**config.mk**
```make
export PLATFORM = sky130hd
export DESIGN_NAME = memctl_top
export DESIGN_NICKNAME = d
export VERILOG_FILES = /design/src/rtl/memctl_pkg.sv /design/src/rtl/memctl_decode.sv /design/src/rtl/memctl_execute.sv /design/src/rtl/memctl_result.sv /design/src/rtl/memctl_top.sv
export VERILOG_INCLUDE_DIRS = /design/src /design/src/rtl
export SDC_FILE = /design/constraint.sdc
export NUM_CORES = 1
export LEC_CHECK = 0
export BUFFER_PORTS_ARGS = -buffer_cell sky130_fd_sc_hd__buf_2
export CAP_MARGIN = 20
export CORE_UTILIZATION = 37
export DETAILED_ROUTE_END_ITERATION = 8
export PLACE_DENSITY = 0.67
export SYNTH_ARGS = -nofsm -noshare
export SYNTH_HDL_FRONTEND = slang
export SYNTH_HIERARCHICAL = 1
export SYNTH_SLANG_ARGS = --single-unit
```
**constraint.sdc**
```tcl
create_clock -name clk_i -period 2.25 [get_ports clk_i]
set_input_delay 0.1125 -clock clk_i [delete_from_list [all_inputs] [get_ports clk_i]]
set_output_delay 0.1125 -clock clk_i [all_outputs]
set_load 0.1 [all_outputs]
```
**src/rtl/memctl_params.svh**
```systemverilog
// Widths and RISC-V opcode and funct field values for the memory-system control unit
`ifndef MEMCTL_PARAMS_SVH
`define MEMCTL_PARAMS_SVH

// Instruction word width
`define MC_ILEN 32

// Address-space identifier width (SV39)
`define MC_ASID_LEN 16

// Virtual page number width, three 9-bit levels
`define MC_VPN_LEN 27

// Major opcodes
`define MC_OPCODE_FENCE 7'b0001111
`define MC_OPCODE_SYSTEM 7'b1110011

// MISC-MEM funct3 selecting FENCE.I
`define MC_FUNCT3_FENCE_I 3'b001

// SYSTEM funct7 selecting SFENCE.VMA
`define MC_FUNCT7_SFENCE_VMA 7'b0001001

`endif

```
**src/rtl/memctl_pkg.sv**
```systemverilog
// Event, command, TLB flush type and exception cause types of the memory-system control unit
`include "memctl_params.svh"

package memctl_pkg;

	// RISC-V exception causes seen by the unit
	typedef enum logic [3:0] {
		I_ADDR_MISALIGNED  = 4'd0,
		I_ACCESS_FAULT     = 4'd1,
		ILLEGAL_INSTR      = 4'd2,
		LD_ADDR_MISALIGNED = 4'd4,
		LD_ACCESS_FAULT    = 4'd5,
		ST_ADDR_MISALIGNED = 4'd6,
		ST_ACCESS_FAULT    = 4'd7,
		ECALL_S            = 4'd9,
		ECALL_M            = 4'd11,
		INSTR_PAGE_FAULT   = 4'd12,
		LD_PAGE_FAULT      = 4'd13,
		ST_PAGE_FAULT      = 4'd15
	} except_code_e;

	// Flush request toward the L1 and L2 TLBs
	typedef enum logic [1:0] {
		NO_FLUSH   = 2'd0,
		FLUSH_PAGE = 2'd1,
		FLUSH_ASID = 2'd2,
		FLUSH_ALL  = 2'd3
	} tlb_flush_e;

	// One retired event from the core
	typedef struct packed {
		// Set for a raised exception, clear for a retired instruction
		logic                      is_except;
		logic [`MC_ILEN-1:0]       instr;
		except_code_e              code;
		// rs2 value, or faulting ASID
		logic [`MC_ASID_LEN-1:0]   asid;
		// rs1 page, or faulting page
		logic [`MC_VPN_LEN-1:0]    vpn;
	} mc_event_t;

	// One maintenance command for the memory side
	typedef struct packed {
		// Clear L1/L2 TLB miss-status registers
		logic                      clr_tlb_mshr;
		// Clear d-cache MSHRs
		logic                      clr_dmshr;
		logic                      abort;
		// Sync L1 d-cache with L2 before release
		logic                      sync_l2;
		logic                      flush_pipe;
		tlb_flush_e                flush_type;
		logic [`MC_ASID_LEN-1:0]   flush_asid;
		logic [`MC_VPN_LEN-1:0]    flush_page;
	} mc_cmd_t;

endpackage

```
**src/rtl/memctl_decode.sv**
```systemverilog
// Decode stage: classifies a retired instruction or exception into a maintenance command
`timescale 1ns/1ps
`include "memctl_params.svh"

module memctl_decode (
	input  logic                  clk_i,
	input  logic                  rst_n_i,
	input  logic                  evt_valid_i,
	input  memctl_pkg::mc_event_t evt_i,
	output logic                  evt_ready_o,
	output logic                  cmd_valid_o,
	output memctl_pkg::mc_cmd_t   cmd_o,
	input  logic                  cmd_ready_i
);

	// Instruction fields
	logic [6:0]          opcode;
	logic [2:0]          funct3;
	logic [6:0]          funct7;
	logic [4:0]          rs1_idx;
	logic [4:0]          rs2_idx;
	logic                is_fence_i;
	logic                is_sfence_vma;
	memctl_pkg::mc_cmd_t cmd_nxt;
	logic                has_action;

	assign opcode  = evt_i.instr[6:0];
	assign funct3  = evt_i.instr[14:12];
	assign rs1_idx = evt_i.instr[19:15];
	assign rs2_idx = evt_i.instr[24:20];
	assign funct7  = evt_i.instr[31:25];

	assign is_fence_i = (opcode == `MC_OPCODE_FENCE) && (funct3 == `MC_FUNCT3_FENCE_I);
	assign is_sfence_vma = (opcode == `MC_OPCODE_SYSTEM) && (funct3 == 3'd0) &&
		(funct7 == `MC_FUNCT7_SFENCE_VMA);

	// Command classification
	always_comb begin
		cmd_nxt = '0;
		if (evt_i.is_except) begin
			// Every exception redirects the pipeline
			cmd_nxt.flush_pipe = 1'b1;
			case (evt_i.code)
				memctl_pkg::I_ADDR_MISALIGNED,
				memctl_pkg::I_ACCESS_FAULT: begin
					cmd_nxt.clr_tlb_mshr = 1'b1;
				end
				memctl_pkg::INSTR_PAGE_FAULT: begin
					cmd_nxt.clr_tlb_mshr = 1'b1;
					cmd_nxt.flush_type   = memctl_pkg::FLUSH_PAGE;
					cmd_nxt.flush_page   = evt_i.vpn;
				end
				memctl_pkg::LD_ADDR_MISALIGNED,
				memctl_pkg::LD_ACCESS_FAULT,
				memctl_pkg::ST_ADDR_MISALIGNED,
				memctl_pkg::ST_ACCESS_FAULT: begin
					cmd_nxt.clr_dmshr = 1'b1;
				end
				memctl_pkg::LD_PAGE_FAULT,
				memctl_pkg::ST_PAGE_FAULT: begin
					cmd_nxt.clr_dmshr  = 1'b1;
					cmd_nxt.flush_type = memctl_pkg::FLUSH_PAGE;
					cmd_nxt.flush_page = evt_i.vpn;
				end
				memctl_pkg::ILLEGAL_INSTR: begin
					cmd_nxt.abort      = 1'b1;
					cmd_nxt.flush_type = memctl_pkg::FLUSH_ALL;
				end
				memctl_pkg::ECALL_S,
				memctl_pkg::ECALL_M: begin
					// Trap entry needs a coherent L2 view
					cmd_nxt.sync_l2    = 1'b1;
					cmd_nxt.flush_type = memctl_pkg::FLUSH_ALL;
				end
				default: begin
					// Breakpoint, U-mode ecall and reserved causes
					cmd_nxt.flush_type = memctl_pkg::FLUSH_ALL;
				end
			endcase
		end else if (is_fence_i) begin
			cmd_nxt.clr_tlb_mshr = 1'b1;
		end else if (is_sfence_vma) begin
			cmd_nxt.clr_tlb_mshr = 1'b1;
			cmd_nxt.clr_dmshr    = 1'b1;
			cmd_nxt.sync_l2      = 1'b1;
			// rs1 selects one page, else rs2 one address space
			if (rs1_idx != 5'd0) begin
				cmd_nxt.flush_type = memctl_pkg::FLUSH_PAGE;
				cmd_nxt.flush_page = evt_i.vpn;
			end else if (rs2_idx != 5'd0) begin
				cmd_nxt.flush_type = memctl_pkg::FLUSH_ASID;
				cmd_nxt.flush_asid = evt_i.asid;
			end else begin
				cmd_nxt.flush_type = memctl_pkg::FLUSH_ALL;
			end
		end
	end

	// Ordinary instructions leave every field clear
	assign has_action = cmd_nxt.clr_tlb_mshr | cmd_nxt.clr_dmshr | cmd_nxt.abort |
		cmd_nxt.sync_l2 | cmd_nxt.flush_pipe | (cmd_nxt.flush_type != memctl_pkg::NO_FLUSH);

	// Empty, or drained this cycle
	assign evt_ready_o = !cmd_valid_o || cmd_ready_i;

	always_ff @(posedge clk_i or negedge rst_n_i) begin
		if (!rst_n_i) begin
			cmd_valid_o <= 1'b0;
		end else if (evt_ready_o) begin
			// No-action events are taken and dropped here
			cmd_valid_o <= evt_valid_i && has_action;
		end
	end

	// Payload
	always_ff @(posedge clk_i) begin
		if (evt_valid_i && evt_ready_o) begin
			cmd_o <= cmd_nxt;
		end
	end

endmodule

```
**src/rtl/memctl_execute.sv**
```systemverilog
// Execute stage: holds one command and runs the L1 d-cache / L2 synchronisation wait
`timescale 1ns/1ps

module memctl_execute (
	input  logic                clk_i,
	input  logic                rst_n_i,
	input  logic                in_valid_i,
	input  memctl_pkg::mc_cmd_t in_cmd_i,
	output logic                in_ready_o,
	output logic                out_valid_o,
	output memctl_pkg::mc_cmd_t out_cmd_o,
	input  logic                out_ready_i,
	output logic                sync_req_o,
	input  logic                sync_done_i
);

	typedef enum logic [1:0] {
		st_idle,
		st_wait_sync,
		st_hold
	} state_e;

	state_e state_q;
	state_e state_d;
	state_e entry_state;
	logic   load;

	// Free, or the held command leaves this cycle
	assign in_ready_o = (state_q == st_idle) || ((state_q == st_hold) && out_ready_i);
	assign load       = in_valid_i && in_ready_o;

	// A new command waits for L2 first when it asks for sync
	assign entry_state = in_cmd_i.sync_l2 ? st_wait_sync : st_hold;

	always_comb begin
		state_d = state_q;
		case (state_q)
			st_idle: begin
				if (in_valid_i) begin
					state_d = entry_state;
				end
			end
			st_wait_sync: begin
				// Release on the L2 update unit's done pulse
				if (sync_done_i) begin
					state_d = st_hold;
				end
			end
			st_hold: begin
				if (out_ready_i) begin
					// Back-to-back refill keeps the stage full
					state_d = in_valid_i ? entry_state : st_idle;
				end
			end
			default: begin
				state_d = st_idle;
			end
		endcase
	end

	always_ff @(posedge clk_i or negedge rst_n_i) begin
		if (!rst_n_i) begin
			state_q <= st_idle;
		end else begin
			state_q <= state_d;
		end
	end

	// Held command
	always_ff @(posedge clk_i) begin
		if (load) begin
			out_cmd_o <= in_cmd_i;
		end
	end

	// Request stays up for the whole wait
	assign sync_req_o  = (state_q == st_wait_sync);
	assign out_valid_o = (state_q == st_hold);

endmodule

```
**src/rtl/memctl_result.sv**
```systemverilog
// Result stage: output holding register toward the TLBs and caches
`timescale 1ns/1ps

module memctl_result (
	input  logic                clk_i,
	input  logic                rst_n_i,
	input  logic                in_valid_i,
	input  memctl_pkg::mc_cmd_t in_cmd_i,
	output logic                in_ready_o,
	output logic                cmd_valid_o,
	output memctl_pkg::mc_cmd_t cmd_o,
	input  logic                cmd_ready_i
);

	logic load;

	// Empty, or the memory side takes the command now
	assign in_ready_o = !cmd_valid_o || cmd_ready_i;
	assign load       = in_valid_i && in_ready_o;

	always_ff @(posedge clk_i or negedge rst_n_i) begin
		if (!rst_n_i) begin
			cmd_valid_o <= 1'b0;
		end else if (in_ready_o) begin
			cmd_valid_o <= in_valid_i;
		end
	end

	// Command stays stable until taken
	always_ff @(posedge clk_i) begin
		if (load) begin
			cmd_o <= in_cmd_i;
		end
	end

endmodule

```
**src/rtl/memctl_top.sv**
```systemverilog
// Top level of the memory-system control unit: decode, execute and result stages
`timescale 1ns/1ps

module memctl_top (
	input  logic                  clk_i,
	input  logic                  rst_n_i,
	input  logic                  evt_valid_i,
	input  memctl_pkg::mc_event_t evt_i,
	output logic                  evt_ready_o,
	output logic                  cmd_valid_o,
	output memctl_pkg::mc_cmd_t   cmd_o,
	input  logic                  cmd_ready_i,
	output logic                  sync_req_o,
	input  logic                  sync_done_i,
	output logic                  busy_o
);

	// Decode to execute
	logic                dec_valid;
	memctl_pkg::mc_cmd_t dec_cmd;
	logic                exe_ready;
	// Execute to result
	logic                exe_valid;
	memctl_pkg::mc_cmd_t exe_cmd;
	logic                res_ready;

	memctl_decode u_decode (
		.clk_i       (clk_i),
		.rst_n_i     (rst_n_i),
		.evt_valid_i (evt_valid_i),
		.evt_i       (evt_i),
		.evt_ready_o (evt_ready_o),
		.cmd_valid_o (dec_valid),
		.cmd_o       (dec_cmd),
		.cmd_ready_i (exe_ready)
	);

	memctl_execute u_execute (
		.clk_i       (clk_i),
		.rst_n_i     (rst_n_i),
		.in_valid_i  (dec_valid),
		.in_cmd_i    (dec_cmd),
		.in_ready_o  (exe_ready),
		.out_valid_o (exe_valid),
		.out_cmd_o   (exe_cmd),
		.out_ready_i (res_ready),
		.sync_req_o  (sync_req_o),
		.sync_done_i (sync_done_i)
	);

	memctl_result u_result (
		.clk_i       (clk_i),
		.rst_n_i     (rst_n_i),
		.in_valid_i  (exe_valid),
		.in_cmd_i    (exe_cmd),
		.in_ready_o  (res_ready),
		.cmd_valid_o (cmd_valid_o),
		.cmd_o       (cmd_o),
		.cmd_ready_i (cmd_ready_i)
	);

	// Execute also holds a command while it waits on L2
	assign busy_o = dec_valid | exe_valid | sync_req_o | cmd_valid_o;

endmodule

```
==> metrics.txt <==
synthesized area per cell=20.4 um^2; syn_nets=345; Vias per Instance=4.42; worst path required time=2140 ps; Worst EP arrival=1800 ps; via count=2,831; share of layout cells above drive strength 1=0.423; max incr delay on CP=510 ps; Nets=531; worst-path cell chain=nor2b_1, or4_1, buf_2; vias in the first global route=2,721; Post-Place Cell Area=6250 um^2; Leak=2.74 nW; DRC violations left=0; initial antenna violation count=0; die area=14,900 um^2; P per Cell Area=1040 nW/um^2; port bufs=133; DR pass1 iterations=5; # IOs=139; core area=13,900 um^2; cts bufs inserted=17; postcts setup bufs=0; Main synth FF type=edfxtp_1; clk buf depth=2; final worst path period share=0.848; Initial Util=0.382; Slowest cell on crit path=or4_1; Die X=122 um; Synth top cells by count=150 x edfxtp_1, 28 x nor2b_1, 11 x and2_4; post-route cell area=7170 um^2; Detailed Route Iter0 Violations=161; Netlist cell types=38; fill cell count=1,143; Setup TNS Final=0 ps; Gate Count Post-Synth=260; DR WL/cell=13.0 um; R2R Path Start=u_execute/state_q[1]$_DFFE_PN0P_; startpoint types=flop; gr ovfl total=0; min-delay worst type=in2reg; CP delay by family, top=simple AND/OR/NAND/NOR gates; synthesis warning total=6; worst slew pin tran=627 ps; clock tree sinks=154; Critical Path End Type=output port; hold path start=evt_i[10]; GP Congestion=0.774; area grow syn2layout=34.8%; global-route wire length before repair=12,900 um; RSZ-0062 raised after global routing=false; skew final=10.4 ps; CP Class=reg2out; Post-CTS Resized=0; Final setup viols=0; Slew headroom=0.582; Synth async-reset ratio=0.0260; count leader, synth=edfxtp_1; Period minus WS final=1910 ps; synth top area cells=edfxtp_1 85%, nor2b_1 3.3%, dfrtp_1 1.9%, and2_4 1.8%, and2_1 1.1%; EDFF count, synth=150; Routed Antenna Nets=0; # hold bufs at CTS=34; status=finished clean; H-tree depth=4; final wirelength=8310 um; final hold violation count=0; Fmax=524 MHz; Seq/Total Area, Yosys=0.866; Rows=43; Synth area leader=edfxtp_1; Max-cap violations=0; critical path peak fanout=4; Worst VDD drop=472 uV; post-detail-place hpwl=5560 um; crit path buf inv count=1; register bit total from synthesis=154; Clock transition at path regs=60 ps; largest net degree at the start of global routing=51; CTS tree=yes; total track usage=0.119; Final Max Tran Viols=0; Clk Tree Root Cell=clkbuf_16; post-synthesis cell area=5320 um^2; Synth top area share=0.847; die height=122 um; later-pin clock latency in the skew report=410 ps; crit path from=u_execute/state_q[1]$_DFFE_PN0P_
## stage by stage
stage | hold slack (ps) | total power [W] | utilization | cells | setup slack [ps]
final | 10.1 | 0.00746 | 0.514 | 640 | 341
after global routing | 7.92 | 0.00771 | 0.514 | 639 | 271
after CTS | 3.64 | 0.00753 | 0.514 | 639 | 333
after detailed placement | -73.3 | 0.00477 | 0.448 | 573 | 524
after global placement | -82.0 | 0.00475 | 0.448 | 573 | 568
after floorplan | -183 | 0.00452 | - | 260 | 120
## placed cells by master (no fill, tap or decap), types with 2 or more instances in the layout
cell           Yosys  layout
and2_4            11      12
clkbuf_16          0      17
clkinv_2           0       5
nand2b_4           1       2
nand2_1            9       9
nor2_1             4       4
a21oi_1            2       2
inv_1              5       5
nand2b_1           3       2
nor4b_1            2       2
o22ai_1            2       2
buf_2              2     133
edfxtp_1         150     150
clkinvlp_4         0       2
nor3_1             2       2
bufinv_16          0       2
clkinv_4           0       5
nor2_2             2       2
dlygate4sd3_1      0      34
dfrtp_1            4       3
o21ai_0            3       3
buf_12             0       2
and2_1             9       7
nor2b_1           28      28
## final timing paths
kind / endpoint / slack (ps) / cells past startpoint
max in group asynchronous: u_result/cmd_valid_o$_DFFE_PN0P_ / 2060 / 2
max: busy_o / 340 / 3
min reg2reg: u_result/cmd_o[18]$_DFFE_PP_ / 420 / 0
max reg2reg: u_decode/cmd_o[16]$_DFFE_PP_ / 520 / 5
min: u_decode/cmd_o[10]$_DFFE_PP_ / 10 / 2
min in group asynchronous: u_execute/state_q[0]$_DFFE_PN0P_ / 50 / 2
## registers in the layout (all words and copies together), names as in the netlist
| name | flops |
|---|---|
| u_execute/state_q | 2 |
| u_decode/cmd_o | 50 |
| u_result/cmd_valid_o | 1 |
| u_execute/out_cmd_o | 50 |
| u_result/cmd_o | 50 |
| u_decode/cmd_valid_o | 1 |
## cell families (layout without fill, tap and decap cells)
group | after synthesis | in the layout | synth area share
compound gates | 16 | 16 | 0.0219
buf+inv | 9 | 208 | 0.00824
flops | 154 | 154 | 0.866
other cells | 0 | 1 | 0
simple gates | 81 | 81 | 0.104
## cell type report
class	instances	area [um^2]	share of cell area
diodes	1	2.50	0.000349
multi-input cells	97	679	0.0948
clock buffers	17	425	0.0594
repair buffers	170	1050	0.147
flip-flops and latches	154	4610	0.643
well taps	180	225	0.0314
clock inverters	15	153	0.0213
inverters	6	22.5	0.00314
## report_power, final
part	leakage, nW	switching (W)	internal [W]
registers	1.50	0.0000653	0.00346
logic	0.961	0.00100	0.000218
clock network	0.283	0.00108	0.00163
total	2.74	0.00214	0.00531
## layer usage
metal	routed length, um	vias up	part of all wire	GRT usage
li1	-	1369	-	-
met1	3180	1328	0.38	0.126
met2	4410	108	0.53	0.202
met3	488	26	0.059	0.0360
met4	240	0	0.029	0.0818
met5	0	-	0	0
(Power assumes the default switching activity.)
